===== config.mk =====
export PLATFORM = sky130hd
export DESIGN_NAME = lru_table
export DESIGN_NICKNAME = d
export VERILOG_FILES = /design/src/source/icache_pkg.sv /design/src/source/lru_table.sv
export SDC_FILE = /design/constraint.sdc
export NUM_CORES = 1
export LEC_CHECK = 0
export ABC_AREA = 1
export BUFFER_PORTS_ARGS = -buffer_cell sky130_fd_sc_hd__buf_2
export CORE_MARGIN = 1
export CORE_UTILIZATION = 45
export CTS_CLUSTER_SIZE = 16
export DETAILED_ROUTE_END_ITERATION = 8
export GPL_ROUTABILITY_DRIVEN = 0
export MAX_ROUTING_LAYER = met4
export SYNTH_ARGS = -nofsm -noshare
export SYNTH_HDL_FRONTEND = slang
export SYNTH_SLANG_ARGS = --single-unit

===== constraint.sdc =====
create_clock -name clock -period 3.43 [get_ports clock]
set_input_delay 0.343 -clock clock [delete_from_list [all_inputs] [get_ports clock]]
set_output_delay 0.343 -clock clock [all_outputs]
set_load 0.1 [all_outputs]

===== src/source/icache_pkg.sv =====
/*
 * Cache geometry and the basic address and data types.
 * Imported by every RTL module of the instruction cache.
 */
package icache_pkg;

    // **************************************************
    // geometry
    // **************************************************
    localparam int WAYS        = 2;
    localparam int SETS        = 256;
    localparam int LINE_WORDS  = 4;
    localparam int WORD_BITS   = 32;
    localparam int TAG_BITS    = 20;
    localparam int INDEX_BITS  = 8;
    localparam int OFFSET_BITS = 4;

    // **************************************************
    // types
    // **************************************************
    typedef logic [TAG_BITS+INDEX_BITS+OFFSET_BITS-1:0] addr_t;
    typedef logic [TAG_BITS-1:0]                        tag_t;
    typedef logic [INDEX_BITS-1:0]                      index_t;
    typedef logic [WORD_BITS-1:0]                       word_t;

    // word 0 sits in the low bits
    typedef logic [LINE_WORDS*WORD_BITS-1:0]            line_t;

    // hit, valid and victim vectors
    typedef logic [WAYS-1:0]                            way_vec_t;

endpackage


===== src/source/lru_table.sv =====
/*
 * LRU state for a two-way cache, one bit per set naming the way to
 * replace next. The victim is latched in the lookup cycle and held
 * for the refill.
 */
module lru_table import icache_pkg::*; (
    input  logic     clock,
    input  logic     reset,
    input  index_t   index_i,
    input  logic     lookup_i,
    input  way_vec_t way_valid_i,
    input  way_vec_t way_hit_i,
    input  logic     fill_i,
    output way_vec_t victim_o
);

    logic [SETS-1:0] lru_q;
    way_vec_t        victim_q;
    way_vec_t        pick;

    // an invalid way goes first
    always_comb begin
        if (!way_valid_i[0]) begin
            pick = 2'b01;
        end else if (!way_valid_i[1]) begin
            pick = 2'b10;
        end else if (lru_q[index_i]) begin
            pick = 2'b10;
        end else begin
            pick = 2'b01;
        end
    end

    always_ff @(posedge clock) begin
        if (reset) begin
            lru_q    <= '0;
            victim_q <= '0;
        end else begin
            if (lookup_i) begin
                victim_q <= pick;
                // hit in way 0 makes way 1 the next victim
                if (|way_hit_i) begin
                    lru_q[index_i] <= way_hit_i[0];
                end
            end
            if (fill_i) begin
                lru_q[index_i] <= victim_q[0];
            end
        end
    end

    assign victim_o = victim_q;

endmodule


* Word level (Yosys, flattened, before mapping)
Cells that the tools add are included.
** Operators by class
- Reduce and logical (&&, ||, !) cells :: 2
- Equality and inequality tests :: 0
- $add $sub $neg :: 0
- Shifts and indexed selects :: 0
- Order comparisons :: 2
- Muxes and demuxes :: 13
- Bitwise gates (word level) :: 0
- Multiply operators :: 0
- Divide/modulo/power cells :: 0
** Operators with widths (number)
- $mux 256 :: 4
- $bwmux 256 :: 2
- $lt 8x9->1 const B :: 1
- $bmux 1 s8 :: 1
- $demux 1 s8 :: 1
- $ge 8x1->1 const B :: 1
- $mux 2 :: 3
- $mux 1 :: 2
- $reduce_or 2->1 :: 1
- $logic_and 1x1->1 :: 1
** Word-level totals
- Word-level logic and storage cells :: 19
- Bits in registers :: 258
- Latch bits :: 0
- Memories kept :: 0
- Bits in writable memories :: 0
- Bits in read-only memories :: 0
- Input bits :: 16

* Longest topological paths before layout
- Depth after elaboration :: 10
- Depth in mapped cells :: 18

* Least setup slack after synthesis
OpenSTA, ideal clock, no wires.
- Path kind :: register to register
- From :: reg victim_q[0], in the netlist victim_o[0]
- To :: reg lru_q[49]
- Slack :: 1.496 ns
- Path buffers :: 2
- Clock period less this slack :: 1.934 ns
- Setup time :: 0.056 ns
- Arrival :: 1.877 ns
- Stages on the path, launching flop included :: 6
- Cells stage by stage :: dfxtp_1 -> inv_1 -> clkbuf_1 -> clkbuf_1 -> a221o_1 -> inv_1
** On the way
- Longest elaborated chain between the ends :: 2
** RTL lines
- from (decl) :: line lru_table.sv:18 : way_vec_t victim_q;
- from (signal assigned) :: line lru_table.sv:40 : victim_q <= pick;
- $bwmux 256 :: line lru_table.sv:47 : lru_q[index_i] <= victim_q[0];
- $mux 256 :: line lru_table.sv:46 : if (fill_i) begin
- to (signal, indexed assignment) :: line lru_table.sv:43 : lru_q[index_i] <= way_hit_i[0];
- to (signal, indexed assignment) :: line lru_table.sv:47
- to (decl) :: line lru_table.sv:17 : logic [SETS-1:0] lru_q;
Every way passes these cells.
A chain may end at the register's enable or synchronous reset.

* Worst setup path after layout
- From :: in index_i[1]
- To :: reg lru_q[134]
** On the way
- Longest elaborated chain between the ends :: 10
- Elaborated cells on any way between the ends :: 11
- Classes of those cells :: order compare: 2; mux: 8; reduce/logical: 1
** RTL lines
- from (decl) :: line lru_table.sv:9 : input index_t index_i,
- $lt 8x9->1 (implied by the code) / $ge 8x1->1 (equally long branches) :: line lru_table.sv:43, lru_table.sv:47
- $logic_and 1x1->1 (implied by the code) :: line lru_table.sv:43, lru_table.sv:47
- $mux 1 (implied by the code) :: line lru_table.sv:43, lru_table.sv:47
- $demux 1 s8 * :: line lru_table.sv:43, lru_table.sv:47
- $bwmux 256 :: line lru_table.sv:43
- $mux 256 :: line lru_table.sv:42 : if (|way_hit_i) begin
- $mux 256 :: line lru_table.sv:39 : if (lookup_i) begin
- $mux 256 :: line lru_table.sv:35 : if (reset) begin
- $bwmux 256 :: line lru_table.sv:47
- $mux 256 * :: line lru_table.sv:46
Mark *: on every way between the ends. The rest lies on a longest branch, timed or not. The select of a mux whose other input is x is not followed.

==> reports/qor.yml <==
outcome:
  status: "completed"
worst_setup_path:
  slowest_stage: "nor2_2"
  reg2reg_depth: 3
  endpoint_kind: "flop"
  startpoint: "index_i[1]"
  cp.depth: 11
  critPathRequiredTime_ns: 3.86
  crit_family: "simple AND/OR/NAND/NOR gates"
  r2r_end: "lru_q[134]$_SDFF_PP0_"
  crit_end: "lru_q[134]$_SDFF_PP0_"
  r2r_slack_ns: 1.48
  cp.buffers_inverters: 6
  cp_max_fo: 18
  r2r_start: "victim_o[0]$_SDFFE_PP0P_"
  path_cells: "buf_2, inv_2, nor2_2, inv_2, nor2_1, inv_1, buf_4, nor2_1, inv_1, o21ai_0, a211oi_1"
  worstPathArrival_ns: 3.00
  critPathLaunchType: "input port"
  path_class: "input port to flop"
  slowest_delay_ns: 0.91
die:
  die_h_um: 196
  initial_utilization: 0.461
  fp-row-count: 70
  io_pins: 18
  coreArea_mm2: 0.0369
  die_x_um: 196
  die_area_mm2: 0.0386
logic_synthesis:
  synth_top_area_frac: 0.304
  synth.area.top_cells: "dfxtp_1, nand2_1, o21ai_0"
  synth_edf_count: 0
  synth_largest_area_cell: "dfxtp_1"
  netlist_instances: 2898
  ys_top_cells_by_count: "nand2_1, o21ai_0, nor2_1"
  ys_ff_latch: 258
  async_reset_ff_frac: 0
  mappedNetlistArea_mm2: 0.0170
  synth_area_per_cell_um2: 5.87
  ys.flop_type: "dfxtp_1"
  synth_seq_area_share: 0.304
  syn_nets: 2914
  yosysMostFrequentCell: "nand2_1"
  yosysUniqueCellTypes: 26
  yosysWarnings: 0
final_layout:
  multi_input_area_mm2: 0.00975
  nets: 2770
  seq_area_mm2: 0.00517
  design_area_mm2: 0.0184
  area_delta_synth_final_pct: 7.92
  fillCellCount: 3775
  n_antenna_cell: 0
  drive_above_1_share: 0.0493
sta:
  fin_setup_tns_ns: 0
  skew_ns: 0.0278
  holdWs_ns: 0.0887
  rsz0062_at_grt: "false"
  period_minus_slack_ns: 2.57
  slew_headroom: 0.116
  final-setup-viol-count: 0
  finalCritPeriodShare: 0.749
  tightestPinTransition_ns: 1.33
  fmax_mhz: 389
  finalHoldViolCount: 0
  slew_violations: 0
power_and_ir_drop:
  power.density_mw_per_mm2: 392
  p_leak_nw: 6.36
  swShare: 0.291
  seq_power_share: 0.421
  vdd_drop_max_uv: 328
  power_mw: 7.19
  cellInternalPower_mw: 5.09
  combinationalPowerShare: 0.105
  p_switching_mw: 2.09
  p_clk_frac: 0.474
global_routing:
  gr-total-overflow: 0
  grt_pass1_vias: 18100
  grt_start_max_net_pins: 264
  grt.total_usage: 0.337
  grt_pass1_wl_um: 101000
  antenna_found_initial: 0
drt:
  drt_iter0_markers: 1838
  drtAntennaViolNets: 0
  routedWlPerCell_um: 19.4
  drc: 0
  dr.pass1.iters: 6
  avgViaCountPerCell: 5.84
  wl_um: 63800
  num_vias: 19200
clock_network:
  cts-resized-gates: 0
  cts_num_sinks: 258
  cts_buffers: 31
  cts_hold_buf: 0
  clock_path_buffers: 3
  cts_tree: "built"
  clock-root-buffer: "clkbuf_16"
  cts_setup_buffers: 0
  htree_levels: 1
  path_clk_slew_ns: 0.06
  clkLatencyLatePin_ns: 0.60
place:
  io_buffers: 17
  dpl-instance-area_mm2: 0.0173
  dp_hpwl_um: 34400
hold_path:
  hp-class: "input port to flop"
run:
  maxCapViolCount: 0
[metal layers]
metal  routed length (um)  track usage  up-vias
li1                     -            -     9260
met1                27300        0.426     9003
met2                29300        0.550      767
met3                 5090       0.0510      159
met4                 2120        0.113        0
met5                    0            -        -
[layout make-up]
| cell class | count | share of cell area |
|---|---|---|
| inverter | 308 | 0.0637 |
| multi-input combinational | 2090 | 0.531 |
| tap | 504 | 0.0344 |
| sequential | 258 | 0.282 |
| timing repair buffer | 65 | 0.0326 |
| clock buffer | 53 | 0.0550 |
| clock inverter | 5 | 0.00157 |
[tightest hold or removal path, stage by stage]
cell,delay (ns)
buf_2,0.15
nor2_1,0.11
nor2_1,0.05
[registers in the layout (all words and copies together) (netlist names)]
| name | flops |
|---|---|
| lru_q | 256 |
| victim_o | 2 |
[placed cells by master (no fill, tap or decap), types with 4 or more instances in the layout]
cell       count
nand3b_1      10
nand3_1      124
buf_4         38
nor3_1       174
buf_12        11
buf_2         14
nor2_1       373
a221o_1       19
dfxtp_1      257
a31oi_1       19
inv_1        293
clkbuf_1       8
a211oi_1     173
clkbuf_16     32
o21ai_0      432
a21oi_1       51
nand2_1      691
o211ai_1       8
inv_2         11
clkbuf_8      13
clkinv_2       4
nand4_1        4
nor2_2         6
[power groups by stage]
stage / registers [mW] / logic [mW] / clock network (mW)
after floorplan: 3.09 / 0.431 / 0
after global placement: 3.09 / 0.735 / 0
after detailed placement: 3.09 / 0.734 / 0
after CTS: 3.02 / 0.734 / 3.42
after global routing: 3.02 / 0.782 / 3.54
final: 3.02 / 0.755 / 3.41
[how the worst min path moves through the flow]
| stage | startpoint | to | depth (start not counted) |
|---|---|---|---|
| after CTS | lookup_i | victim_o[0]$_SDFFE_PP0P_ | 3 |
| after detailed placement | lru_q[100]$_SDFF_PP0_ | lru_q[100]$_SDFF_PP0_ | 2 |
| after global placement | lru_q[0]$_SDFF_PP0_ | lru_q[0]$_SDFF_PP0_ | 2 |
| after floorplan | lru_q[100]$_SDFF_PP0_ | lru_q[100]$_SDFF_PP0_ | 2 |
| after global routing | lookup_i | victim_o[0]$_SDFFE_PP0P_ | 3 |
| final | lookup_i | victim_o[0]$_SDFFE_PP0P_ | 3 |
[stage by stage]
stage | instances | setup WS [ns] | utilization
5_1_grt | 3283 | 0.828 | 0.498
3_3_place_gp | 3225 | 0.515 | 0.470
4_1_cts | 3283 | 0.998 | 0.498
2_1_floorplan | 2898 | 1.50 | -
3_5_place_dp | 3225 | 0.419 | 0.470
6_report | 3283 | 0.861 | 0.498
[logic make-up (layout without fill, tap and decap cells)]
| group | Yosys count | in the layout | synth area share |
|---|---|---|---|
| AOI/OAI and AO/OA | 706 | 706 | 0.242 |
| DFF | 258 | 258 | 0.304 |
| and+or+nand+nor | 1384 | 1384 | 0.330 |
| buffers and inverters | 550 | 431 | 0.124 |
Note: power is estimated with default switching activity, not from simulation.
