<file path="config.mk">
export PLATFORM = sky130hd
export DESIGN_NAME = refill_collector
export DESIGN_NICKNAME = d
export VERILOG_FILES = /design/src/source/icache_pkg.sv /design/src/source/refill_collector.sv
export SDC_FILE = /design/constraint.sdc
export NUM_CORES = 1
export LEC_CHECK = 0
export BUFFER_PORTS_ARGS = -buffer_cell sky130_fd_sc_hd__buf_2
export CAP_MARGIN = 40
export CORE_ASPECT_RATIO = 2
export CORE_UTILIZATION = 45
export CTS_CLUSTER_SIZE = 24
export DETAILED_ROUTE_END_ITERATION = 6
export PLACE_DENSITY = 0.86
export RECOVER_POWER = 50
export SYNTH_ARGS = -nofsm -noshare
export SYNTH_HDL_FRONTEND = slang
export SYNTH_SLANG_ARGS = --single-unit
export TNS_END_PERCENT = 50
</file>
<file path="constraint.sdc">
create_clock -name clock -period 3.7 [get_ports clock]
set_input_delay 0.37 -clock clock [delete_from_list [all_inputs] [get_ports clock]]
set_output_delay 0.37 -clock clock [all_outputs]
set_load 0.01 [all_outputs]
</file>
<file path="src/source/icache_pkg.sv">
/*
 * Cache geometry and the basic address and data types.
 * Imported by every RTL module of the instruction cache.
 */
package icache_pkg;

    // **************************************************
    // geometry
    // **************************************************
    localparam int WAYS        = 2;
    localparam int SETS        = 256;
    localparam int LINE_WORDS  = 4;
    localparam int WORD_BITS   = 32;
    localparam int TAG_BITS    = 20;
    localparam int INDEX_BITS  = 8;
    localparam int OFFSET_BITS = 4;

    // **************************************************
    // types
    // **************************************************
    typedef logic [TAG_BITS+INDEX_BITS+OFFSET_BITS-1:0] addr_t;
    typedef logic [TAG_BITS-1:0]                        tag_t;
    typedef logic [INDEX_BITS-1:0]                      index_t;
    typedef logic [WORD_BITS-1:0]                       word_t;

    // word 0 sits in the low bits
    typedef logic [LINE_WORDS*WORD_BITS-1:0]            line_t;

    // hit, valid and victim vectors
    typedef logic [WAYS-1:0]                            way_vec_t;

endpackage

</file>
<file path="src/source/refill_collector.sv">
/*
 * Collects the four return beats of a line refill. The first three
 * beats are stored, the fourth passes straight through so the line
 * is complete in the cycle of the last beat.
 */
module refill_collector import icache_pkg::*; (
    input  logic  clock,
    input  logic  reset,
    input  logic  start_i,
    input  logic  beat_valid_i,
    input  word_t beat_data_i,
    output logic  last_o,
    output line_t line_o
);

    logic [1:0] beat_cnt_q;
    word_t      words_q [LINE_WORDS-1];

    always_ff @(posedge clock) begin
        if (reset || start_i) begin
            beat_cnt_q <= 2'd0;
        end else if (beat_valid_i) begin
            beat_cnt_q <= beat_cnt_q + 2'd1;
        end
    end

    // beats 0 to 2
    always_ff @(posedge clock) begin
        if (beat_valid_i && beat_cnt_q != 2'd3) begin
            words_q[beat_cnt_q] <= beat_data_i;
        end
    end

    assign last_o = beat_valid_i && (beat_cnt_q == 2'd3);
    assign line_o = {beat_data_i, words_q[2], words_q[1], words_q[0]};

endmodule

</file>
Yosys cells after proc, flatten, opt, wreduce, memory -nomap -nowiden
Memory sizes are Yosys's and may differ from the RTL's.
Index checks and enable logic that the tools add are counted.
{ "totals": {"elab_cells": 10, "memories": 1, "mem_bits_rw": 96, "regBits": 2, "output_inout_bits": 129, "in_bits": 36, "mem_bits_ro": 0, "latchBits": 0} }
{ "memory_table": {"columns": ["memory", "depth", "width", "read_ports", "rd_clocked_by_memory_dff", "write_ports", "line", "source"], "rows": [
  ["words_q", 3, 32, 3, 0, 1, "refill_collector.sv:17", "word_t words_q [LINE_WORDS-1];"]
]} }
{ "classes": {"addsub": 1, "div": 0, "n_reduce_logical": 3, "order_cmp": 0, "n_mux": 2, "bitwise": 0, "n_shift": 0, "mul": 0, "eq_ne": 2} }
{ "op_table": {"columns": ["cell", "count"], "rows": [
  ["adder 2 x 1 -> 2 bit (second input constant)", 1],
  ["equality test 2 bit (second input constant)", 1],
  ["logical AND 1 bit", 2],
  ["two-way mux 1 bit", 2],
  ["!= test 2 bit (second input constant)", 1],
  ["logical OR 1 bit", 1]
]} }

Logic depth before layout (Yosys ltp)
Gate-level depths: netlist of the first run.
{ "depth": {"word_depth": 4, "depth_mapped": 4, "ltp_nobuf": 4} }

Worst setup path before layout of the first run
Ideal clock, no wire load.
{ "synth_timing": {"path_kind": "register to register", "from": "register beat_cnt_q[0]", "to": "memory words_q[0][0] (netlist bit), enable pin", "path_stages_with_launch": 4, "path_buffers": 0, "slack_ps": 1784, "t_required_ps": 3308, "synth_period_minus_slack_ps": 1916, "setup_ps": 392, "arrival_ps": 1524, "path_cell_list": "dfxtp_1 ha_1 and2b_1 and2_1"} }
{ "synth_via": {"elab_chain_cells": 4} }
{ "synth_rtl": {"columns": ["item", "line", "source"], "rows": [
  ["start: declaration", "refill_collector.sv:16", "logic [1:0] beat_cnt_q;"],
  ["start signal: assignment", "refill_collector.sv:23", "beat_cnt_q <= beat_cnt_q + 2'd1;"],
  ["!= test 2 bit", "refill_collector.sv:29", "if (beat_valid_i && beat_cnt_q != 2'd3) begin"],
  ["logical AND 1 bit", "refill_collector.sv:29", null],
  ["two-way mux 1 bit", "refill_collector.sv:29", null],
  ["two-way mux 1 bit (implied by the code)", "refill_collector.sv:30", "words_q[beat_cnt_q] <= beat_data_i;"],
  ["end: declaration", "refill_collector.sv:17", null]
]} }
Parallel ways exist; a longest one is shown, timed or not.

Worst setup path after layout of the first run
{ "layout_timing": {"from": "register beat_cnt_q[0]", "to": "memory words_q[0][9] (netlist bit), enable pin"} }
Same word-level chain as after synthesis.

==> results, run 1 <==
- The highest ir drop seen on vdd is 0.000279 V.
- Once the clock tree was built, the resizer swapped 0 gates to a different size.
- The type of the worst min-delay path is input pin to register.
- The proportion of power drawn by flip-flops and latches is 56.3%.
- The total negative slack for setup checks is 0 ns.
- During I/O placement, the number of pins put on the boundary was 165.
- In this run, post-CTS hold repair placed 0 buffers.
- In this run the tightest slew margin relative to its limit is 44.1%.
- The count of cell types in the netlist is 11.
- Summing internal, switching and leakage power gives 0.00225 W.
- The total count of max-transition violations in the final report came to 0.
- The share of the Yosys chip area taken by registers is 88.8%.
- The die is 123 um tall.
- Dividing the detail-routed wire length by the instance count gives 16.2 um.
- STA classifies the critical path endpoint as a register.
- The total routed wirelength is 6170 um.
- The estimated wirelength of the detail-placed design is 4310 um.
- The leakage power is 1.49 nW.
- The number of endpoints failing setup at the final stage is 0.
- The clock reaches the later pin of the worst-skew pair after 0.33 ns.
- The remaining global-route overflow is 0.
- The initialized floorplan defines 43 standard-cell rows.
- The destination of the worst register-to-register timing path is words_q[0][9].
- The Yosys step of the flow raised 0 warnings.
- The number of diodes is 0.
- The internal power of the cells is 0.00181 W.
- The area added between synthesis and finish is 26.2%.
- For flop-to-flop paths, the worst setup slack is 1.84 ns.
- The clock-pin transition on the worst setup and hold timing paths is 0.06 ns.
- The number of global-route vias before repair is 1701.
- Buffers added to address setup during post-CTS repair amount to 0.
- The count of clock tree sinks is 98.
- The width of the die is 62.5 um.
- Of the cells placed in the final design, the portion with a size suffix greater than 1 is 30.1%.
- Routability-driven placement finished with a final weighted congestion of 0.693.
- The number of vias per cell is 4.55.
- The layout filler cell count is 580.
- The number of antenna violations at the first check in global routing was 0.
- The length of the first detailed-routing pass in iterations is 4.
- The area of the placeable core is 6990 um^2.
- The flow ran to the end, and the final reports show no timing, DRC or antenna violations.
- The total CTS buffers is 9.
- The areal power density over the cells is 542 nW/um^2.
- The total DRC errors in the routed layout is 0.
- The placed instance count is 367.
- Along the worst path, the maximum fanout reaches 32.
- The aggregate global-route resource usage is 15.5%.
- The floorplan step defined a die boundary enclosing 7690 um^2.
- STA classifies the critical path startpoint as a register.
- The worst register-to-register path begins at beat_cnt_q[0].
- In this run the tool buffered the top-level ports with 164 buffer cells.
- For the final database, setup skew stands at 0.00535 ns.
- The post-synth net total is 185.
- The net total in the final layout is 328.
- The initial cell density of the core is 47.1%.
- Leaving out filler cells and counting taps, the final layout contains 382.
- The CTS tree is built.
- The global-route wire length before repair is 8450 um.
- The number of max-capacitance violations reported is 0.
- The cell depth of the worst hold path is 2.
- The switching part of the total is 19.7%.
- Setup repair after global routing left no endpoint under its margin.
- The longest clock path from root to sink contains 2 buffers.
- The clock root buffer master is clkbuf_16.
- Of the available clock period, the critical path in the final layout requires 50.4%.
- Summing every instance area after synthesis gives 3290 um^2.
- The routed layout has 1738 vias.
- Once detail routing completed, the nets flagged for antenna violations numbered 0.
- The detailed router finished its first iteration with 58 violations.
- At the worst endpoint, the arrival time is 1.82 ns.
- The maximum achievable frequency is 0.536 GHz.
- The total count of hold-check failures in the final report was 0.
- The net switching power of the design is 0.000445 W.
- The post-layout minimum cycle time is 1.86 ns.
- The share of power burned in the clock network is 38.6%.
- The required time reported for the critical path endpoint is 3.65 ns.
- The capturing element of the worst setup path is words_q[0][9].
- The mean cell area of the mapped netlist is 22.7 um^2.
- The number of levels in the clock H-tree is 3.
- The post-synthesis instance total is 145.
- The category of the critical setup timing path is register to register.
- The critical path starts at beat_cnt_q[0].
- The number of cells traversed by the worst register-to-register path is 3.
- The number of synthesized register bits is 98.
- The maximum number of pins on one net before global-route repair is 33.
- The transition at the pin with the smallest max-transition slack is 0.839 ns.
- The share of total power in combinational logic is 5.2%.
through the flow:
step	area, um^2	hold slack (ns)	utilization [%]	setup WS [ns]
after floorplan	3290	0.439	-	1.78
after global placement	3990	0.563	57.0	1.90
after detailed placement	3990	0.570	57.0	1.82
after CTS	4270	0.219	61.1	1.80
after global routing	4160	0.223	59.4	1.70
final	4160	0.230	59.4	1.84
per-layer routing:
layer	share of wire [%]	GRT usage [%]
met1	35	15.5
met5	0	0
met3	5.8	4.06
met2	57	28.3
met4	1.7	9.45
Yosys cell counts:
library cell	instances	area, um^2
and2_2	1	7.51
buf_4	32	240
mux2i_1	1	10.0
dfxtp_1	2	40.0
inv_1	2	7.51
and2b_1	1	7.51
edfxtp_1	96	2880
nor3_2	2	20.0
ha_1	4	50.1
and2_1	3	18.8
xnor2_1	1	8.76
worst min-delay path by stage:
stage | startpoint | endpoint | slack [ns]
finish | start_i | beat_cnt_q[1] | 0.23
global placement | start_i | beat_cnt_q[0] | 0.56
CTS | start_i | beat_cnt_q[1] | 0.22
global route | reset | beat_cnt_q[1] | 0.22
detailed placement | start_i | beat_cnt_q[1] | 0.57
floorplan | start_i | beat_cnt_q[0] | 0.44
power by group through the flow:
stage | Clock (W) | Combinational [W] | Sequential, W
after CTS | 0.000882 | 0.000131 | 0.00127
after global placement | 0 | 0.000126 | 0.00129
final | 0.000869 | 0.000116 | 0.00127
after detailed placement | 0 | 0.000131 | 0.00129
after floorplan | 0 | 0.0000511 | 0.00131
after global routing | 0.000919 | 0.000127 | 0.00127
cells by family (layout without fill, tap and decap cells):
| logic type | Yosys count | in the layout | synth area share, % |
|---|---|---|---|
| flip-flops | 98 | 98 | 88.8 |
| buffers and inverters | 34 | 181 | 7.52 |
| AND/OR/NAND/NOR | 7 | 7 | 1.63 |
| adder cells (fa/ha/maj) | 4 | 4 | 1.52 |
| XOR/XNOR | 1 | 1 | 0.266 |
| multiplexers | 1 | 1 | 0.304 |
critical path, stage by stage (launching register included):
cell	delay [ns]
dfxtp_1	0.35
ha_1	0.22
and2b_1	0.21
and2_2	0.71
cell usage in the layout (no fill, tap or decap):
cell type and n:
ha_1 4, xnor2_1 1, buf_2 69, mux2i_1 1
edfxtp_1 96, clkinvlp_4 1, clkinv_1 2, clkinv_4 1
bufinv_16 1, clkbuf_1 95, inv_1 2, dfxtp_1 2
and2_2 4, clkinv_2 1, and2b_1 1, nor3_2 2
clkbuf_16 9
registers in the layout, indices dropped and copies added, names as in the netlist:
name / flops
beat_cnt_q: 2
words_q: 96
layout make-up:
cell class | instances | area [um^2] | area share (%)
Clock inverter | 6 | 58.8 | 1.42
Timing Repair Buffer | 164 | 702 | 16.9
Clock buffer | 9 | 225 | 5.42
Sequential cell | 98 | 2920 | 70.3
Inverter | 2 | 7.51 | 0.181
Multi-Input combinational cell | 13 | 126 | 3.04
Tap cell | 90 | 113 | 2.71
Note: power is estimated with default switching activity, not from simulation.
==> run 2: changes to the inputs <==
--- a/config.mk
+++ b/config.mk
@@ -5,13 +5,14 @@
 export SDC_FILE = /design/constraint.sdc
 export NUM_CORES = 1
 export LEC_CHECK = 0
+export ABC_AREA = 1
 export BUFFER_PORTS_ARGS = -buffer_cell sky130_fd_sc_hd__buf_2
 export CAP_MARGIN = 40
 export CORE_ASPECT_RATIO = 2
-export CORE_UTILIZATION = 45
+export CORE_UTILIZATION = 41
 export CTS_CLUSTER_SIZE = 24
 export DETAILED_ROUTE_END_ITERATION = 6
-export PLACE_DENSITY = 0.86
+export PLACE_DENSITY = 0.83
 export RECOVER_POWER = 50
 export SYNTH_ARGS = -nofsm -noshare
 export SYNTH_HDL_FRONTEND = slang
==> constraint.sdc (replaced) <==
create_clock -name clock -period 1.7 [get_ports clock]
set_input_delay 0.17 -clock clock [delete_from_list [all_inputs] [get_ports clock]]
set_output_delay 0.17 -clock clock [all_outputs]
set_load 0.01 [all_outputs]
==> results, run 2 <==
- Hold is met by 0.0869 ns.
- In this run the tightest slew margin relative to its limit is 82.0%.
- The share of synthesized area occupied by flip-flops and latches is 88.5%.
- The reg-to-reg startpoint is beat_cnt_q[0].
- The detailed router used layers up to and including met4.
- The library cells used most frequently in the layout, excluding fill and tap cells, are clkbuf_1 (96), edfxtp_1 (96), buf_2 (68).
- The width of the die is 65.5 um.
- The floorplan step set the die height to 129 um.
- After synthesis, the mean cell area works out to 20.9 um^2.
- The clock latency on the worst-skew pair is 0.33 ns.
- The number of endpoints failing setup at the final stage is 0.
- The maximum achievable frequency is 0.692 GHz.
- The worst path uses 85.0% of the clock period.
- After legalization and detailed placement, the total HPWL measured 5010 um.
- The routed length on met2 is 3860 um.
- The first detailed-routing pass took 4 iterations.
- Clock tree synthesis found a total of 98 sinks.
- After synthesis the netlist holds a flip-flop and latch count of 98.
- The smallest clock period supported by the final layout is computed as 1.44 ns.
- The number of cells traversed by the worst register-to-register path is 5.
- Buffers inserted during clock tree synthesis total 9.
- The routed via count is 1831.
- Across all register-to-register paths, the minimum setup slack is 0.26 ns.
- The kind of launch point of the worst setup path is a register.
- The total count of hold-check failures in the final report is 0.
- The clock-pin transition on the worst setup and hold timing paths is 0.06 ns.
- The aggregate global-route resource usage is 15.6%.
- The number of antenna violations at the first check in global routing is 0.
- For the final database, setup skew stands at 0.00506 ns.
- The average wire per standard cell is 16.2 um.
- The clock network accounts for 36.6% of the total power.
- In the synthesized netlist the dominant register cell turns out to be edfxtp_1.
- The transition at the pin with the smallest max-transition slack is 0.269 ns.
- The net total in the final layout is 348.
- The row count is 46.
- The post-synth design cell area is 3300 um^2.
- The largest total area in the synthesized netlist belongs to edfxtp_1.
- The post-cts resize count is 0.
- The areal power density over the cells is 1140 nW/um^2.
- The number of global-route vias before repair came to 1666.
- The first global-routing pass estimated 8980 um of wire.
- The routed design has 6630 um of wire.
- The largest registers in the layout are words_q: 96 flops, beat_cnt_q: 2 flops.
- Registers are responsible for 57.2% of the overall power.
- In this run the worst path has a maximum fanout of 12.
- The total DRC errors in the routed layout is 0.
- The remaining global-route overflow is 0.
- In this run, distinct cell masters in the synthesized netlist total 8.
- After synthesis, the cell types taking the most area are edfxtp_1 (87%), buf_4 (7.3%), ha_1 (1.5%).
- The count of routing violations after the opening detailed-route iteration is 91.
- In this run the remaining antenna-violating nets after routing total 0.
- The floorplan step defined a die boundary enclosing 8440 um^2.
- The largest register by flop count is words_q.
- The CTS tree is built.
- In the synthesized netlist, the cells that appear most often are edfxtp_1 (96), buf_4 (32), inv_1 (9).
- The fraction of registers with async set/reset is 0%.
- The post-CTS setup buffer count is 0.
- The required time reported for the critical path endpoint is 1.73 ns.
- The number of levels in the clock H-tree is 3.
- For this configuration, the core starts out at a cell density of 41.9%.
- After clock tree synthesis, the flow added hold-fix buffers numbering 0.
- Combinational logic is responsible for 6.2% of the overall power.
- Yosys mapped a number of flops with a built-in enable equal to 96.
- The detailed route wirelength on metal3 is 287 um.
- STA classifies the critical path endpoint as a register.
- In this run the critical register-to-register path is captured at words_q[0][21].
- During synthesis, Yosys emitted a total of 0 warnings.
- The total count of max-transition violations in the final report is 0.
- Relative to the synthesized area, the layout overhead comes to 28.8%.
- The top cell type by area accounts for 87.3% of the synthesized area.
- The switching part of the total is 20.9%.
- The cell sitting at the root of the clock tree is a clkbuf_16.
- In the routed layout, each cell is associated on average with a via count of 4.48.
- After detailed routing, the wire length on met1 is 2300 um.
- STA puts the critical path data arrival time at 1.48 ns.
- The setup path with the least slack is of type register to register.
- The capturing element of the worst setup path is words_q[0][21].
- Buffers placed on the I/O ports in this run total 164.
- The longest clock path from root to sink contains 2 buffers.
- The type of the worst min-delay path is input pin to register.
- Max-cap violations in this run came to 0.
- The congestion estimate from routability-driven global placement came to 0.753.
- The flip-flop count of the largest register after layout is 96.
- In this run the power spent charging and discharging nets is 0.00102 W.
- Entering global routing, the biggest net connects 24 pins.
- The total negative slack for setup checks is 0 ns.
- The post-route netlist has 30.4% of its cells at a drive strength greater than 1.
- The worst setup path startpoint is beat_cnt_q[0].
- Setup repair after global routing left no endpoint under its margin.
- The highest ir drop seen on vdd is 0.000718 V.
- The internal portion of the total power is 0.00383 W.
- Including well taps, the total number of placed cells is 393.
- The region available for standard cell placement spans 7890 um^2.
- The post-synth net total is 198.
- The leakage power is 1.56 nW.
- The count of cells in the finished layout, fillers not included, comes to 409.
- The dominant cell by count in the synthesized netlist is edfxtp_1.
- The repair_antennas step left the layout with diodes totalling 0.
- The post-synthesis instance total is 158.
- The flow ran to the end, and the final reports show no timing, DRC or antenna violations.
- The total I/O pin count is 165.
run 2: worst max-delay path, cell delays in order (launching register included):
cell	delay (ns)
dfxtp_1	0.34
ha_1	0.22
inv_1	0.06
nand2_1	0.16
nor2_4	0.15
buf_4	0.22
run 2: layout make-up:
cell class	instances	area (um^2)
fillers	700	3630
clock inverters	7	45.0
clock buffers	9	225
multi-input cells	18	125
well taps	96	120
repair buffers	171	778
inverters	10	37.5
flip-flops and latches	98	2920
run 2: worst min-delay path by stage:
| stage | from | endpoint | slack [ns] | cells after the start |
|---|---|---|---|---|
| floorplan | beat_data_i[0] | words_q[0][0] | 0.27 | 0 |
| global placement | beat_data_i[0] | words_q[1][0] | 0.39 | 1 |
| detailed placement | beat_data_i[3] | words_q[2][3] | 0.39 | 1 |
| CTS | beat_data_i[3] | words_q[0][3] | 0.04 | 1 |
| global route | beat_data_i[24] | words_q[1][24] | 0.09 | 1 |
| finish | reset | beat_cnt_q[0] | 0.09 | 4 |
run 2: power by group through the flow:
stage / logic [W] / registers [W] / clock network, W
global route: 0.000328 / 0.00278 / 0.00195
finish: 0.000302 / 0.00277 / 0.00177
detailed placement: 0.000331 / 0.00283 / 0
CTS: 0.000332 / 0.00277 / 0.00184
floorplan: 0.000121 / 0.00287 / 0
global placement: 0.000320 / 0.00282 / 0
run 2: logic make-up after synthesis:
kind of cell / count (synthesis) / share of synthesized area, %
adder cells (fa/ha/maj): 4 / 1.52
buffers and inverters: 42 / 8.41
AND/OR/NAND/NOR: 14 / 1.59
flip-flops: 98 / 88.5
run 2: metrics by stage:
step / area, um^2 / util, % / worst slack [ns] / power (W)
after global placement: 4100 / 52.0 / 0.273 / 0.00314
after CTS: 4370 / 55.5 / 0.228 / 0.00494
after detailed placement: 4100 / 52.0 / 0.238 / 0.00316
after global routing: 4250 / 54.0 / 0.172 / 0.00506
after floorplan: 3310 / - / -0.220 / 0.00299
final: 4250 / 54.0 / 0.256 / 0.00485
run 2: routing by layer:
layer	up-vias	GRT usage, %
met3	16	4.34
li1	844	-
met2	85	28.0
met1	886	15.8
met4	0	8.18
met5	-	0
