### src/source/icache_pkg.sv
/*
 * Cache geometry and the basic address and data types.
 * Imported by every RTL module of the instruction cache.
 */
package icache_pkg;

    // **************************************************
    // geometry
    // **************************************************
    localparam int WAYS        = 2;
    localparam int SETS        = 256;
    localparam int LINE_WORDS  = 4;
    localparam int WORD_BITS   = 32;
    localparam int TAG_BITS    = 20;
    localparam int INDEX_BITS  = 8;
    localparam int OFFSET_BITS = 4;

    // **************************************************
    // types
    // **************************************************
    typedef logic [TAG_BITS+INDEX_BITS+OFFSET_BITS-1:0] addr_t;
    typedef logic [TAG_BITS-1:0]                        tag_t;
    typedef logic [INDEX_BITS-1:0]                      index_t;
    typedef logic [WORD_BITS-1:0]                       word_t;

    // word 0 sits in the low bits
    typedef logic [LINE_WORDS*WORD_BITS-1:0]            line_t;

    // hit, valid and victim vectors
    typedef logic [WAYS-1:0]                            way_vec_t;

endpackage

### src/source/icache_bus_pkg.sv
/*
 * Request structs for the CPU ports and the command that the
 * controller sends to both ways.
 */
package icache_bus_pkg;

    import icache_pkg::*;

    // instruction fetch request
    typedef struct packed {
        addr_t addr;
        logic  uncached;
    } fetch_req_t;

    // index invalidate of one set and one way
    typedef struct packed {
        index_t index;
        logic   way;
    } inval_req_t;

    // **************************************************
    // array command shared by all ways
    // **************************************************
    typedef struct packed {
        logic     read;
        index_t   index;
        // compare tag in lookup and written tag on a fill
        tag_t     tag;
        way_vec_t fill;
        way_vec_t inval;
    } array_cmd_t;

endpackage

### src/source/icache_ctrl.sv
/*
 * Cache controller. Accepts fetch and invalidate requests in idle,
 * runs the lookup, issues the line request on a miss and returns the
 * line from the hit way or from the refill.
 */
module icache_ctrl import icache_pkg::*, icache_bus_pkg::*; (
    input  logic       clock,
    input  logic       reset,
    input  logic       fetch_valid_i,
    input  fetch_req_t fetch_req_i,
    input  logic       inval_valid_i,
    input  inval_req_t inval_req_i,
    output logic       req_ready_o,
    output logic       resp_valid_o,
    output line_t      resp_line_o,
    output logic       mem_req_valid_o,
    output addr_t      mem_addr_o,
    input  logic       mem_req_ready_i,
    output array_cmd_t cmd_o,
    input  way_vec_t   way_hit_i,
    input  line_t      way_line_i [WAYS],
    input  way_vec_t   victim_i,
    output logic       lookup_o,
    output logic       refill_start_o,
    input  logic       refill_last_i,
    input  line_t      refill_line_i
);

    typedef enum logic [1:0] {
        state_idle,
        state_lookup,
        state_request,
        state_receive
    } state_t;

    state_t state;
    tag_t   req_tag_q;
    index_t req_index_q;
    logic   req_uncached_q;
    logic   state_is_idle;
    logic   inval_go;
    logic   fetch_go;
    logic   hit_resp;
    logic   refill_resp;
    line_t  hit_line;

    assign state_is_idle = (state == state_idle);
    // invalidate wins and the fetch stays pending
    assign inval_go = state_is_idle && inval_valid_i;
    assign fetch_go = state_is_idle && fetch_valid_i && !inval_valid_i;

    // **************************************************
    // state machine and request buffer
    // **************************************************
    always_ff @(posedge clock) begin
        if (reset) begin
            state          <= state_idle;
            req_uncached_q <= 1'b0;
        end else begin
            case (state)
                state_idle: begin
                    if (fetch_go) begin
                        state          <= fetch_req_i.uncached ? state_request : state_lookup;
                        req_uncached_q <= fetch_req_i.uncached;
                    end
                end
                state_lookup: begin
                    state <= (|way_hit_i) ? state_idle : state_request;
                end
                state_request: begin
                    if (mem_req_ready_i) begin
                        state <= state_receive;
                    end
                end
                state_receive: begin
                    if (refill_last_i) begin
                        state <= state_idle;
                    end
                end
                default: begin
                    state <= state_idle;
                end
            endcase
        end
    end

    always_ff @(posedge clock) begin
        if (fetch_go) begin
            req_tag_q   <= fetch_req_i.addr[OFFSET_BITS+INDEX_BITS +: TAG_BITS];
            req_index_q <= fetch_req_i.addr[OFFSET_BITS +: INDEX_BITS];
        end
    end

    // **************************************************
    // array command
    // **************************************************
    always_comb begin
        cmd_o.read = fetch_go && !fetch_req_i.uncached;
        if (!state_is_idle) begin
            cmd_o.index = req_index_q;
        end else if (inval_valid_i) begin
            cmd_o.index = inval_req_i.index;
        end else begin
            cmd_o.index = fetch_req_i.addr[OFFSET_BITS +: INDEX_BITS];
        end
        cmd_o.tag   = req_tag_q;
        cmd_o.fill  = (state == state_receive && refill_last_i && !req_uncached_q) ?
                      victim_i : '0;
        cmd_o.inval = inval_go ? (way_vec_t'(1) << inval_req_i.way) : '0;
    end

    // **************************************************
    // response and memory request
    // **************************************************
    always_comb begin
        hit_line = '0;
        for (int w = 0; w < WAYS; w++) begin
            if (way_hit_i[w]) begin
                hit_line = hit_line | way_line_i[w];
            end
        end
    end

    assign hit_resp    = (state == state_lookup) && (|way_hit_i);
    assign refill_resp = (state == state_receive) && refill_last_i;

    assign req_ready_o     = state_is_idle;
    assign resp_valid_o    = hit_resp || refill_resp;
    assign resp_line_o     = hit_resp ? hit_line : refill_line_i;
    assign mem_req_valid_o = (state == state_request);
    assign mem_addr_o      = {req_tag_q, req_index_q, {OFFSET_BITS{1'b0}}};
    assign refill_start_o  = mem_req_valid_o && mem_req_ready_i;
    assign lookup_o        = (state == state_lookup);

endmodule

### config.mk
export PLATFORM = sky130hd
export DESIGN_NAME = icache_ctrl
export DESIGN_NICKNAME = d
export VERILOG_FILES = /design/src/source/icache_pkg.sv /design/src/source/icache_bus_pkg.sv /design/src/source/icache_ctrl.sv
export SDC_FILE = /design/constraint.sdc
export NUM_CORES = 1
export LEC_CHECK = 0
export BUFFER_PORTS_ARGS = -buffer_cell sky130_fd_sc_hd__buf_2
export CAP_MARGIN = 20
export CELL_PAD_IN_SITES_DETAIL_PLACEMENT = 1
export CELL_PAD_IN_SITES_GLOBAL_PLACEMENT = 1
export CORE_AREA = 2 2 250 252
export CTS_CLUSTER_DIAMETER = 30
export CTS_CLUSTER_SIZE = 12
export DETAILED_ROUTE_END_ITERATION = 8
export DIE_AREA = 0 0 252 254
export GPL_TIMING_DRIVEN = 0
export PLACE_DENSITY_LB_ADDON = 0.1
export RECOVER_POWER = 50
export SYNTH_ARGS = -nofsm -noshare
export SYNTH_HDL_FRONTEND = slang
export SYNTH_SLANG_ARGS = --single-unit
### constraint.sdc
create_clock -name clock -period 2.8 [get_ports clock]
set_clock_uncertainty 0.15 [all_clocks]
set_input_delay 0.56 -clock clock [delete_from_list [all_inputs] [get_ports clock]]
set_output_delay 0.56 -clock clock [all_outputs]
set_load 0.01 [all_outputs]
## After elaboration in Yosys (flattened, before gate mapping)

Cells that the tools add are included.

| storage, ports and cells | value |
|---|---|
| word-level logic and storage cells | 41 |
| flip-flop bits (word level) | 31 |

| cells by class | value |
|---|---|
| bitwise gates (word level) | 1 |
| equal/unequal tests | 6 |
| muxes and demuxes | 13 |
| shift operators | 1 |
| reduce and logical (&&, ||, !) cells | 16 |

Operators by type and width:

| operator | number |
|---|---|
| 128-bit two-way mux | 3 |
| 128-bit bitwise OR | 1 |
| 8-bit two-way mux | 2 |
| 2-bit two-way mux | 7 |
| 1-bit logical AND | 8 |
| 2-bit case mux with 4 select lines | 1 |
| 2-bit == test, second input constant | 2 |
| 2-bit by 1-bit != test with 1-bit output, second input constant | 2 |
| 1-bit zero test | 3 |
| 3-bit AND reduction | 1 |
| 2-bit by 1-bit == test with 1-bit output, second input constant | 1 |
| 2-bit zero test | 1 |
| 2-bit != test, second input constant | 1 |
| 2-bit AND reduction | 1 |
| 2-bit OR reduction | 1 |
| 1-bit by 1-bit left shift with 2-bit output, first input constant | 1 |
| 1-bit logical OR | 1 |

## Longest topological paths before layout

Gate-level depths: netlist of run 1.

| depth | value |
|---|---|
| depth in word-level cells | 5 |
| gate-level depth with buffers | 6 |

## Least setup slack after synthesis of run 1

Ideal clock, no wire load.

| path | value |
|---|---|
| kind | input to register |
| from | in fetch_valid_i |
| to | reg req_uncached_q |
| stages | 5 |
| path slack | 0.847 ns |
| setup time | 0.116 ns |
| arrival | 1.687 ns |
| cells stage by stage | nor2b_1 nand2_1 inv_1 mux2i_1 nor2_1 |

| between the ends | value |
|---|---|
| longest elaborated chain between the ends | 3 |

RTL lines:

| element | line | text |
|---|---|---|
| start: declaration | icache_ctrl.sv:9 | `input logic fetch_valid_i,` |
| 1-bit logical AND (2 in series) | icache_ctrl.sv:50 | `assign fetch_go = state_is_idle && fetch_valid_i && !inval_valid_i;` |
| net fetch_go | icache_ctrl.sv:42 | `logic fetch_go;` |
| 2-bit AND reduction (no source line) | - |  |
| end signal: assignment | icache_ctrl.sv:64 | `req_uncached_q <= fetch_req_i.uncached;` |
| end: declaration | icache_ctrl.sv:39 | `logic req_uncached_q;` |

The timed path passes the listed nets, and every way through them passes these cells.
A chain may end at the register's enable or synchronous reset.

## Final worst setup path of run 1

| path | value |
|---|---|
| from | in way_hit_i[0] |
| to | out resp_line_o[85] |

| between the ends | value |
|---|---|
| longest elaborated chain between the ends | 4 |
| elaborated cells between the ends (all ways) | 6 |

RTL lines:

| element | line | text |
|---|---|---|
| start: declaration | icache_ctrl.sv:20 | `input way_vec_t way_hit_i,` |
| 128-bit two-way mux | icache_ctrl.sv:118 | `if (way_hit_i[w]) begin` |
| 128-bit bitwise OR | icache_ctrl.sv:119 | `hit_line = hit_line \| way_line_i[w];` |
| 128-bit two-way mux | icache_ctrl.sv:118 |  |
| 128-bit two-way mux (*) | icache_ctrl.sv:129 | `assign resp_line_o = hit_resp ? hit_line : refill_line_i;` |
| end: declaration | icache_ctrl.sv:15 | `output line_t resp_line_o,` |

Every way passes the cells marked *; elsewhere a longest branch is shown, timed or not.

==> flow_summary.ini, run 1 <==
[timing]
min_period_ns = 2.63
rsz0062_at_grt = no
drv_slew = 0
hold_viol = 0
holdWs_ns = 0.279
tightest_slew_ns = 1.43
final.period_utilization_pct = 93.9
maxSlewHeadroom_pct = 4.69
fin_setup_tns_ns = 0
timing.fmax_mhz = 381
finalSetupViolations = 0

[power]
power.net_switching_uw = 1000
intPower_uw = 1530
power.density_nw_per_um2 = 287
total_leakage_power_uw = 0.00398
power_frac_seq_pct = 21.7
power.share.combinational_pct = 54.5
clkPwrFrac_pct = 23.8
finalPower_uw = 2540
vdd_drop_max_uv = 391
switching_share_pct = 39.6

[min_path]
min-delay-start = fetch_req_i[23]
worstHoldPathType = input pin to register

[worst_setup_path]
crit_buf_inv = 4
start_kind = input pin
max_stage_delay_ns = 0.31
cp_max_fo = 10
worstSetupEndpointType = output port
cp_slowest_cell = buf_2
r2r-start = state[1]$_SDFFE_PP0P_
required_ns = 2.09
arrival_ns = 1.92
cp_top_family = buffers and inverters
cp_common_cell = buf_2
crit_start = way_hit_i[0]
worstSetupPathType = input pin to output port
path_cells = buf_2, buf_4, buf_2, a22oi_1, o2bb2ai_2, buf_2

[floorplanning]
die-area_um2 = 64000
die_h_um = 254
initial_core_util_pct = 7.50
die_x_um = 252
ioPinCount = 634
core_um2 = 61300
core.rowCount = 91

[grt]
grt_pass1_vias = 7052
gr-total-overflow = 0
grt_first_pass_wirelength_mm = 50.4
grt_use_total_pct = 10.8
antenna_found_initial = 12
grt_max_degree = 30

[layout]
area_growth_pct = 92.2
drive_gt1_share_pct = 72.2
nets = 1494
fin_cells = 1856
fin_util_pct = 14.4

[yosys]
synth_warnings = 0
ys_ff_latch = 31
ys_top_cells_by_area = o2bb2ai_2 (33%), a22oi_1 (21%), edfxtp_1 (18%)
synth.avg_cell_area_um2 = 10.9
synth_top_area_cell = o2bb2ai_2
postSynthCellCount = 423
synth_top_area_share_pct = 32.7
yosysSeqAreaShare_pct = 19.6
synth_cell_types = 26
syn_area_um2 = 4600

[clocking]
numClockSinks = 31
cts.hold.buffers_added = 0
cts_setup_buffers = 0
clock_path_buffers = 2
clk_pin_slew_ns = 0.07
clk_latency_ns = 0.29
root_buffer = clkbuf_16
cts_buffers = 5
cts-htree-levels = 2
cts_tree = done

[outcome]
status = finished, final reports clean

[route]
drt_pass1_iterations = 4
drc = 0
drt_iter0_markers = 234
wl_per_cell_um = 20.2
drt-total-wl_mm = 37.5
ant_nets = 0
vias = 6506
routed_via_density = 3.51

[placement]
hpwlAfterDp_mm = 32.0
gp_routability_congestion = 0.730
place_inst = 1841
port_buffers = 625

[job]
drv_cap = 0
## state kept, by name, indices dropped and copies added, names as in the netlist
name / cells
req_tag_q: 20
state: 2
req_index_q: 8
req_uncached_q: 1
## repair_timing
action / 4_1_cts / 5_1_grt
endpoints found under the setup margin: 16 / 22
gates resized for setup: 3 / 6
gates cloned: 0 / 0
hold endpoints to repair: 0 / 0
## logic make-up (layout without fill, tap and decap cells)
logic type,Yosys count,count (layout),share of synthesized area (%)
muxes,10,10,2.18
buffers and inverters,87,720,14.7
other,1,11,0.0816
AOI/OAI and AO/OA,268,268,60.6
DFF,31,31,19.6
and+or+nand+nor,26,26,2.80
## power groups by stage
stage	clock network (uW)	logic [uW]	registers (uW)
after floorplan	0	673	567
after global placement	0	1430	562
after detailed placement	0	1430	561
after CTS	640	1430	552
after global routing	644	1500	555
final	603	1380	551
## area by class of cell
cell class | count | area [um^2]
fill | 7449 | 52400
timing repair buffer | 625 | 3060
multi-input combinational | 308 | 3020
tap | 790 | 988
sequential | 31 | 901
buffer | 83 | 676
clock buffer | 5 | 125
clock inverter | 3 | 23.8
antenna | 7 | 17.5
inverter | 4 | 15.0
## per-stage QoR
| stage | setup slack [ns] | instance area [um^2] |
|---|---|---|
| 6_report | 0.172 | 8830 |
| 5_1_grt | 0.0390 | 8830 |
| 4_1_cts | -0.0207 | 8880 |
| 3_5_place_dp | -0.101 | 8720 |
| 3_3_place_gp | -0.0896 | 8720 |
| 2_1_floorplan | 0.847 | 4610 |
## cells in the final DEF, fill, tap and decap left out, drive strengths merged
cell type | netlist | routed
o32ai | 1 | 1
nand2 | 4 | 4
nor2 | 12 | 12
a211oi | 2 | 2
and2 | 3 | 3
conb | 1 | 4
dfxtp | 3 | 3
and3 | 1 | 1
o21ai | 1 | 1
buf | 82 | 632
a22oi | 128 | 128
o2bb2ai | 128 | 128
nor3 | 2 | 2
clkinvlp | 0 | 2
diode | 0 | 7
a21oi | 8 | 8
clkbuf | 1 | 81
or2b | 1 | 1
edfxtp | 28 | 28
inv | 4 | 5
nand2b | 1 | 1
mux2i | 10 | 10
nor2b | 2 | 2
## worst reg2reg max path, stage by stage (launching register included)
cell and delay, ns:
dfxtp_1 0.37, nor2_1 0.18, nand2_1 0.13, inv_1 1.04, mux2i_1 0.31, nor2_1 0.06
## per-layer routing
metal	track usage, %	up-vias	share of wire (%)
met3	3.01	29	8.3
met4	3.30	8	1.9
met5	0	-	0.14
met1	11.2	3074	35
met2	20.9	363	54
li1	-	3032	-
## cells in the mapped netlist (all sizes together)
cell type,n
o32ai,1
a211oi,2
edfxtp,28
a22oi,128
mux2i,10
a21oi,8
inv,4
conb,1
nor2b,2
and3,1
buf,82
nor3,2
o21ai,1
nand2b,1
or2b,1
nor2,12
o2bb2ai,128
clkbuf,1
nand2,4
dfxtp,3
and2,3
## worst paths after layout
check / end / slack, ns / cells past startpoint
worst max-delay path: resp_line_o[85] / 0.17 / 6
worst min-delay path: req_tag_q[10]$_DFFE_PP_ / 0.28 / 1
worst max register to register: req_uncached_q$_SDFFE_PP0P_ / 0.47 / 5
worst min register to register: req_uncached_q$_SDFFE_PP0P_ / 0.36 / 2
No activity file was read; power rests on OpenSTA's default activity.
==> inputs of run 2 (changes only) <==
--- a/config.mk
+++ b/config.mk
@@ -5,15 +5,16 @@
 export SDC_FILE = /design/constraint.sdc
 export NUM_CORES = 1
 export LEC_CHECK = 0
+export ABC_AREA = 1
 export BUFFER_PORTS_ARGS = -buffer_cell sky130_fd_sc_hd__buf_2
 export CAP_MARGIN = 20
 export CELL_PAD_IN_SITES_DETAIL_PLACEMENT = 1
 export CELL_PAD_IN_SITES_GLOBAL_PLACEMENT = 1
-export CORE_AREA = 2 2 250 252
+export CORE_AREA = 2 2 245 247
 export CTS_CLUSTER_DIAMETER = 30
 export CTS_CLUSTER_SIZE = 12
 export DETAILED_ROUTE_END_ITERATION = 8
-export DIE_AREA = 0 0 252 254
+export DIE_AREA = 0 0 247 249
 export GPL_TIMING_DRIVEN = 0
 export PLACE_DENSITY_LB_ADDON = 0.1
 export RECOVER_POWER = 50
==> run 2 against run 1 <==
Effect of this change:
- critical path depth shrank 2
- critical endpoint is now cmd_o[0]
- highest routed layer unchanged
- synthesized area grew 16%
- largest cell class unchanged
- critical path type unchanged
- via count grew 24%
- die area decreased by 3.9%
- register-to-register slack gained 0.38 ns
- utilization up 1.8 points
- sequential cell count unchanged
- worst hold slack improved by 0.034 ns
- fmax grew 0.82%
- synthesized cell count grew 130%
- clock power decreased by 15%
- largest power group unchanged
==> flow_summary.ini, run 2 <==
[outcome]
status = finished, final reports clean

[worst_setup_path]
start_kind = input pin
rrSetupSlack_ns = 0.85
r2r-end = req_tag_q[4]$_DFFE_PP_
worstSetupEndpointType = output port
arrival_ns = 1.90
required_ns = 2.09
path_cells = clkbuf_1, clkinv_1, nor3_1, clkbuf_1
cp_max_fo = 10
cp_common_cell = clkbuf_1
max_stage_delay_ns = 0.44
ff2ff_path_depth = 3
cp_slowest_cell = clkinv_1
cp_top_family = buffers and inverters
crit_buf_inv = 3
worstSetupPathType = input pin to output port
r2r-start = state[1]$_SDFFE_PP0P_

[placement]
port_buffers = 624
gp_routability_congestion = 0.814
hpwlAfterDp_mm = 36.6
place_ws_ns = 0.00561
place_inst = 2359

[power]
power.density_nw_per_um2 = 468
vdd_drop_max_uv = 200
total_leakage_power_uw = 0.00573
finalPower_uw = 4460

[timing]
maxSlewHeadroom_pct = 39.3
drv_slew = 0
holdWs_ns = 0.313
hold_viol = 0
tightest_slew_ns = 0.909
setup_ws_ns = 0.194
min_period_ns = 2.61
rsz0062_at_grt = no
finalSetupViolations = 0
final.period_utilization_pct = 93.1
timing.fmax_mhz = 384

[route]
drt_pass1_iterations = 4
wl_per_cell_um = 17.8
drc = 0
drt-total-wl_mm = 42.2
vias = 8044
drt_iter0_markers = 201
routed_via_density = 3.39
ant_nets = 0

[yosys]
synth_enable_flop_cells = 28
synth_top_area_share_pct = 37.2
ys_top_cells_by_area = nand2_1 (37%), o21ai_2 (18%), edfxtp_1 (16%)
synth-adder-area-share_pct = 0
synth_top_area_cell = nand2_1
synth_cell_types = 23
synth_compound_area_share_pct = 21.8
syn_area_um2 = 5330
synthSimpleGateAreaFrac_pct = 39.8
synth_top_family_by_area = simple AND/OR/NAND/NOR gates
synth_commonest_cells = nand2_1 (529), inv_1 (137), o21ai_2 (110), buf_2 (32), edfxtp_1 (28)
yosysSeqAreaShare_pct = 16.9
async_flop_share_pct = 0
muxShareOfSynthArea_pct = 0
synth_xor_area_share_pct = 0
synth.avg_cell_area_um2 = 5.56
yosysMostFrequentCell = nand2_1
ys.flop_type = edfxtp_1
synth_warnings = 0
postSynthCellCount = 959
ys_ff_latch = 31

[clocking]
clk_pin_slew_ns = 0.05
root_buffer = clkbuf_16
cts_tree = done
cts-htree-levels = 2
clk_latency_ns = 0.27
clock_path_buffers = 2
numClockSinks = 31
cts_buffers = 5
cts_setup_buffers = 0

[layout]
largest_register_ff_count = 20
nFillCells = 7495
multi_input_area_um2 = 3300
final_common_cell = buf_2
largest_register = req_tag_q
layout_common_cells = buf_2 (600), nand2_1 (529), inv_1 (137)
top_regs = req_tag_q: 20 flops, req_index_q: 8 flops, state: 2 flops
nets = 2029
regArea_um2 = 901
drive_gt1_share_pct = 48.5
fin_util_pct = 16.2
fin_cells = 2376
area_growth_pct = 78.6

[min_path]
min-delay-start = fetch_req_i[13]
whs_path_depth = 1
worstHoldPathType = input pin to register
holdPathEnd = req_tag_q[0]$_DFFE_PP_

[job]
drv_cap = 0

[grt]
grt_first_pass_wirelength_mm = 59.1
grt_max_degree = 30
antenna_found_initial = 14
gr-total-overflow = 0
grt_use_total_pct = 13.0
grt_pass1_vias = 8504

[floorplanning]
initial_core_util_pct = 9.08
ioPinCount = 634
core_um2 = 58700
die-area_um2 = 61500
die_x_um = 247
core.rowCount = 89
die_h_um = 249
==> run 2: cell types whose count changed after synthesis, sizes merged, moves of 10 or more <==
cell	change
o2bb2ai	-128
o21ai	+146
inv	+134
mux2i	-10
nand2	+525
a22oi	-128
==> run 2: logic make-up (layout without fill, tap and decap cells) <==
family,count (synthesis),after routing
DFF,31,31
other,1,13
buffers and inverters,222,854
and+or+nand+nor,558,558
AOI/OAI and AO/OA,147,147
==> run 2: metal layers <==
metal  vias up  share of wire (%)  track usage [%]
met4         8               0.63             1.60
met2       256                 55             25.5
met1      3640                 39             14.7
li1       4120                  -                -
met5         -               0.14                0
met3        20                5.5             2.36
==> run 2: per-stage QoR <==
step | instance area [um^2] | TNS (ns)
2_1_floorplan | 5340 | 0
3_3_place_gp | 9430 | -28.92
3_5_place_dp | 9440 | 0
4_1_cts | 9580 | 0
5_1_grt | 9520 | 0
6_report | 9520 | 0
==> run 2: power breakdown <==
group,internal [uW],switching [uW],total [uW]
clock network,328,185,513
registers,577,40.1,617
logic,1250,2080,3330
total,2160,2300,4460
==> run 2: worst max-delay path by stage <==
stage,start,end,slack [ns],cells after the start
after floorplan,inval_valid_i,req_index_q[0]$_DFFE_PP_,0.05,4
after global placement,inval_valid_i,req_tag_q[7]$_DFFE_PP_,-1.00,4
after detailed placement,way_hit_i[1],resp_line_o[63],0.006,8
after CTS,way_hit_i[0],resp_line_o[20],0.02,8
after global routing,way_hit_i[0],resp_line_o[20],0.02,8
final,inval_valid_i,cmd_o[0],0.19,4
==> run 2: repair_timing <==
| item | in CTS | in global routing |
|---|---|---|
| resized for setup | 1 | 0 |
| hold buffers | 0 | 0 |
| endpoints found under the setup margin | 1 | 0 |
| hold endpoints to repair | 0 | 0 |
==> run 2: cell type report <==
cell class	instances	area share [%]
tap	773	10.2
clock buffer	7	1.39
multi-input combinational	709	34.6
clock inverter	1	0.0525
sequential	31	9.46
antenna	9	0.236
timing repair buffer	624	32.1
inverter	139	5.48
buffer	83	6.50
==> inputs of run 3 (changes only) <==
--- a/config.mk
+++ b/config.mk
@@ -5,19 +5,19 @@
 export SDC_FILE = /design/constraint.sdc
 export NUM_CORES = 1
 export LEC_CHECK = 0
-export ABC_AREA = 1
 export BUFFER_PORTS_ARGS = -buffer_cell sky130_fd_sc_hd__buf_2
 export CAP_MARGIN = 20
 export CELL_PAD_IN_SITES_DETAIL_PLACEMENT = 1
 export CELL_PAD_IN_SITES_GLOBAL_PLACEMENT = 1
-export CORE_AREA = 2 2 245 247
+export CORE_AREA = 2 2 250 252
 export CTS_CLUSTER_DIAMETER = 30
 export CTS_CLUSTER_SIZE = 12
 export DETAILED_ROUTE_END_ITERATION = 8
-export DIE_AREA = 0 0 247 249
+export DIE_AREA = 0 0 252 254
 export GPL_TIMING_DRIVEN = 0
 export PLACE_DENSITY_LB_ADDON = 0.1
 export RECOVER_POWER = 50
+export SLEW_MARGIN = 30
 export SYNTH_ARGS = -nofsm -noshare
 export SYNTH_HDL_FRONTEND = slang
 export SYNTH_SLANG_ARGS = --single-unit
==> run 3 against run 2 <==
Effect of this change:
- global-route usage fell by 2.2 points
- wire length fell by 11%
- sequential share of layout area rose by 0.72 points
- die area rose by 4.1%
- fmax fell by 0.60%
- setup slack got worse by 0.016 ns
- worst hold slack got worse by 0.030 ns
- critical endpoint is now resp_line_o[20]
- largest cell class unchanged
==> flow_summary.ini, run 3 (synthesis results as in run 1) <==
[outcome]
status = finished, final reports clean

[clocking]
clock_path_buffers = 2
numClockSinks = 31
cts_buffers = 5
cts-htree-levels = 2
root_buffer = clkbuf_16
clk_latency_ns = 0.29
cts.hold.buffers_added = 0
cts_tree = done
clk_pin_slew_ns = 0.06

[worst_setup_path]
r2r-end = req_uncached_q$_SDFFE_PP0P_
worstSetupPathType = input pin to output port
cp_max_fo = 10
start_kind = input pin
crit_buf_inv = 4
max_stage_delay_ns = 0.35
worstSetupEndpointType = output port
required_ns = 2.09
cp_common_cell = buf_2
r2r-start = state[0]$_SDFFE_PP0P_
arrival_ns = 1.91
ff2ff_path_depth = 6
rrSetupSlack_ns = 0.43
cp_slowest_cell = buf_2
path_cells = buf_2, buf_4, buf_2, a22oi_1, o2bb2ai_2, buf_2
cp_top_family = buffers and inverters

[floorplanning]
core.rowCount = 91
initial_core_util_pct = 7.50
core_um2 = 61300
die-area_um2 = 64000
die_x_um = 252
die_h_um = 254
ioPinCount = 634

[layout]
layout_common_cells = buf_2 (612), a22oi_1 (128), o2bb2ai_2 (100)
largest_register = req_tag_q
multi_input_area_um2 = 3030
final_common_cell = buf_2
largest_register_ff_count = 20
regArea_um2 = 901
fin_cells = 1852
nFillCells = 7422
finalInstanceArea_um2 = 8850
drive_gt1_share_pct = 72.6
top_regs = req_tag_q: 20 flops, req_index_q: 8 flops, state: 2 flops
nets = 1495
area_growth_pct = 92.6
fin_util_pct = 14.5

[timing]
setup_ws_ns = 0.178
hold_viol = 0
rsz0062_at_grt = no
min_period_ns = 2.62
tightest_slew_ns = 0.705
holdWs_ns = 0.283
drv_slew = 0
final.period_utilization_pct = 93.6
finalSetupViolations = 0
maxSlewHeadroom_pct = 53.0
timing.fmax_mhz = 381

[grt]
grt_max_degree = 17
antenna_found_initial = 9
grt_first_pass_wirelength_mm = 51.1
gr-total-overflow = 0
grt_use_total_pct = 10.8
grt_pass1_vias = 7061

[min_path]
worstHoldPathType = input pin to register
holdPathEnd = req_tag_q[5]$_DFFE_PP_
min-delay-start = fetch_req_i[18]
whs_path_depth = 1

[route]
routed_via_density = 3.53
drt_iter0_markers = 183
ant_nets = 0
drt_pass1_iterations = 4
drc = 0
drt-total-wl_mm = 37.5
vias = 6538
wl_per_cell_um = 20.3

[power]
vdd_drop_max_uv = 215
power.density_nw_per_um2 = 293
total_leakage_power_uw = 0.00401

[placement]
place_inst = 1842
gp_routability_congestion = 0.730
placed_area_um2 = 8750
hpwlAfterDp_mm = 32.3
port_buffers = 625
place_ws_ns = -0.0611

[job]
drv_cap = 0
==> run 3: layout make-up <==
type | count | share of cell area, %
diodes | 2 | 0.0565
plain buffers | 83 | 7.57
clock buffers | 5 | 1.41
clock inverters | 3 | 0.495
inverters | 4 | 0.170
multi-input cells | 308 | 34.2
flip-flops and latches | 31 | 10.2
well taps | 790 | 11.2
repair buffers | 626 | 34.7
==> run 3: metrics by stage <==
step           power (uW)  TNS [ns]
2_1_floorplan        1240         0
3_3_place_gp         1990    -0.215
3_5_place_dp         1990    -0.183
4_1_cts              2690         0
5_1_grt              2770         0
6_report             2590         0
==> run 3: where the power goes <==
group	total, uW	switching [uW]	internal, uW
sequential	551	16.3	535
clock	658	238	420
combinational	1380	721	664
total	2590	975	1620
==> run 3: timing repair <==
item	in CTS	in global routing
gates resized for setup	3	4
endpoints found under the setup margin	5	51
gates cloned	0	0
buffers inserted	0	0
hold endpoints to repair	0	0
pin swaps	0	0
==> run 3: per-layer routing <==
| metal | part of all wire, % | global-route usage [%] |
|---|---|---|
| met1 | 36 | 11.3 |
| met2 | 55 | 21.4 |
| met3 | 8.4 | 3.14 |
| met4 | 0.87 | 1.91 |
| met5 | 0.10 | 0 |
==> run 3: worst register-to-register path: stages (launching register included) <==
cell and delay (ns):
dfxtp_1 0.37, nor2_1 0.21, nand2_1 0.14, inv_1 0.54, clkbuf_2 0.54, mux2i_1 0.26, nor2_1 0.05
==> run 3: worst max path at each step <==
stage,startpoint,to,cells past startpoint
floorplan,fetch_valid_i,req_uncached_q$_SDFFE_PP0P_,5
global placement,way_hit_i[0],resp_line_o[85],6
detailed placement,way_hit_i[0],resp_line_o[85],6
CTS,state[1]$_SDFFE_PP0P_,resp_line_o[22],5
global route,state[1]$_SDFFE_PP0P_,resp_line_o[126],7
finish,way_hit_i[0],resp_line_o[20],6
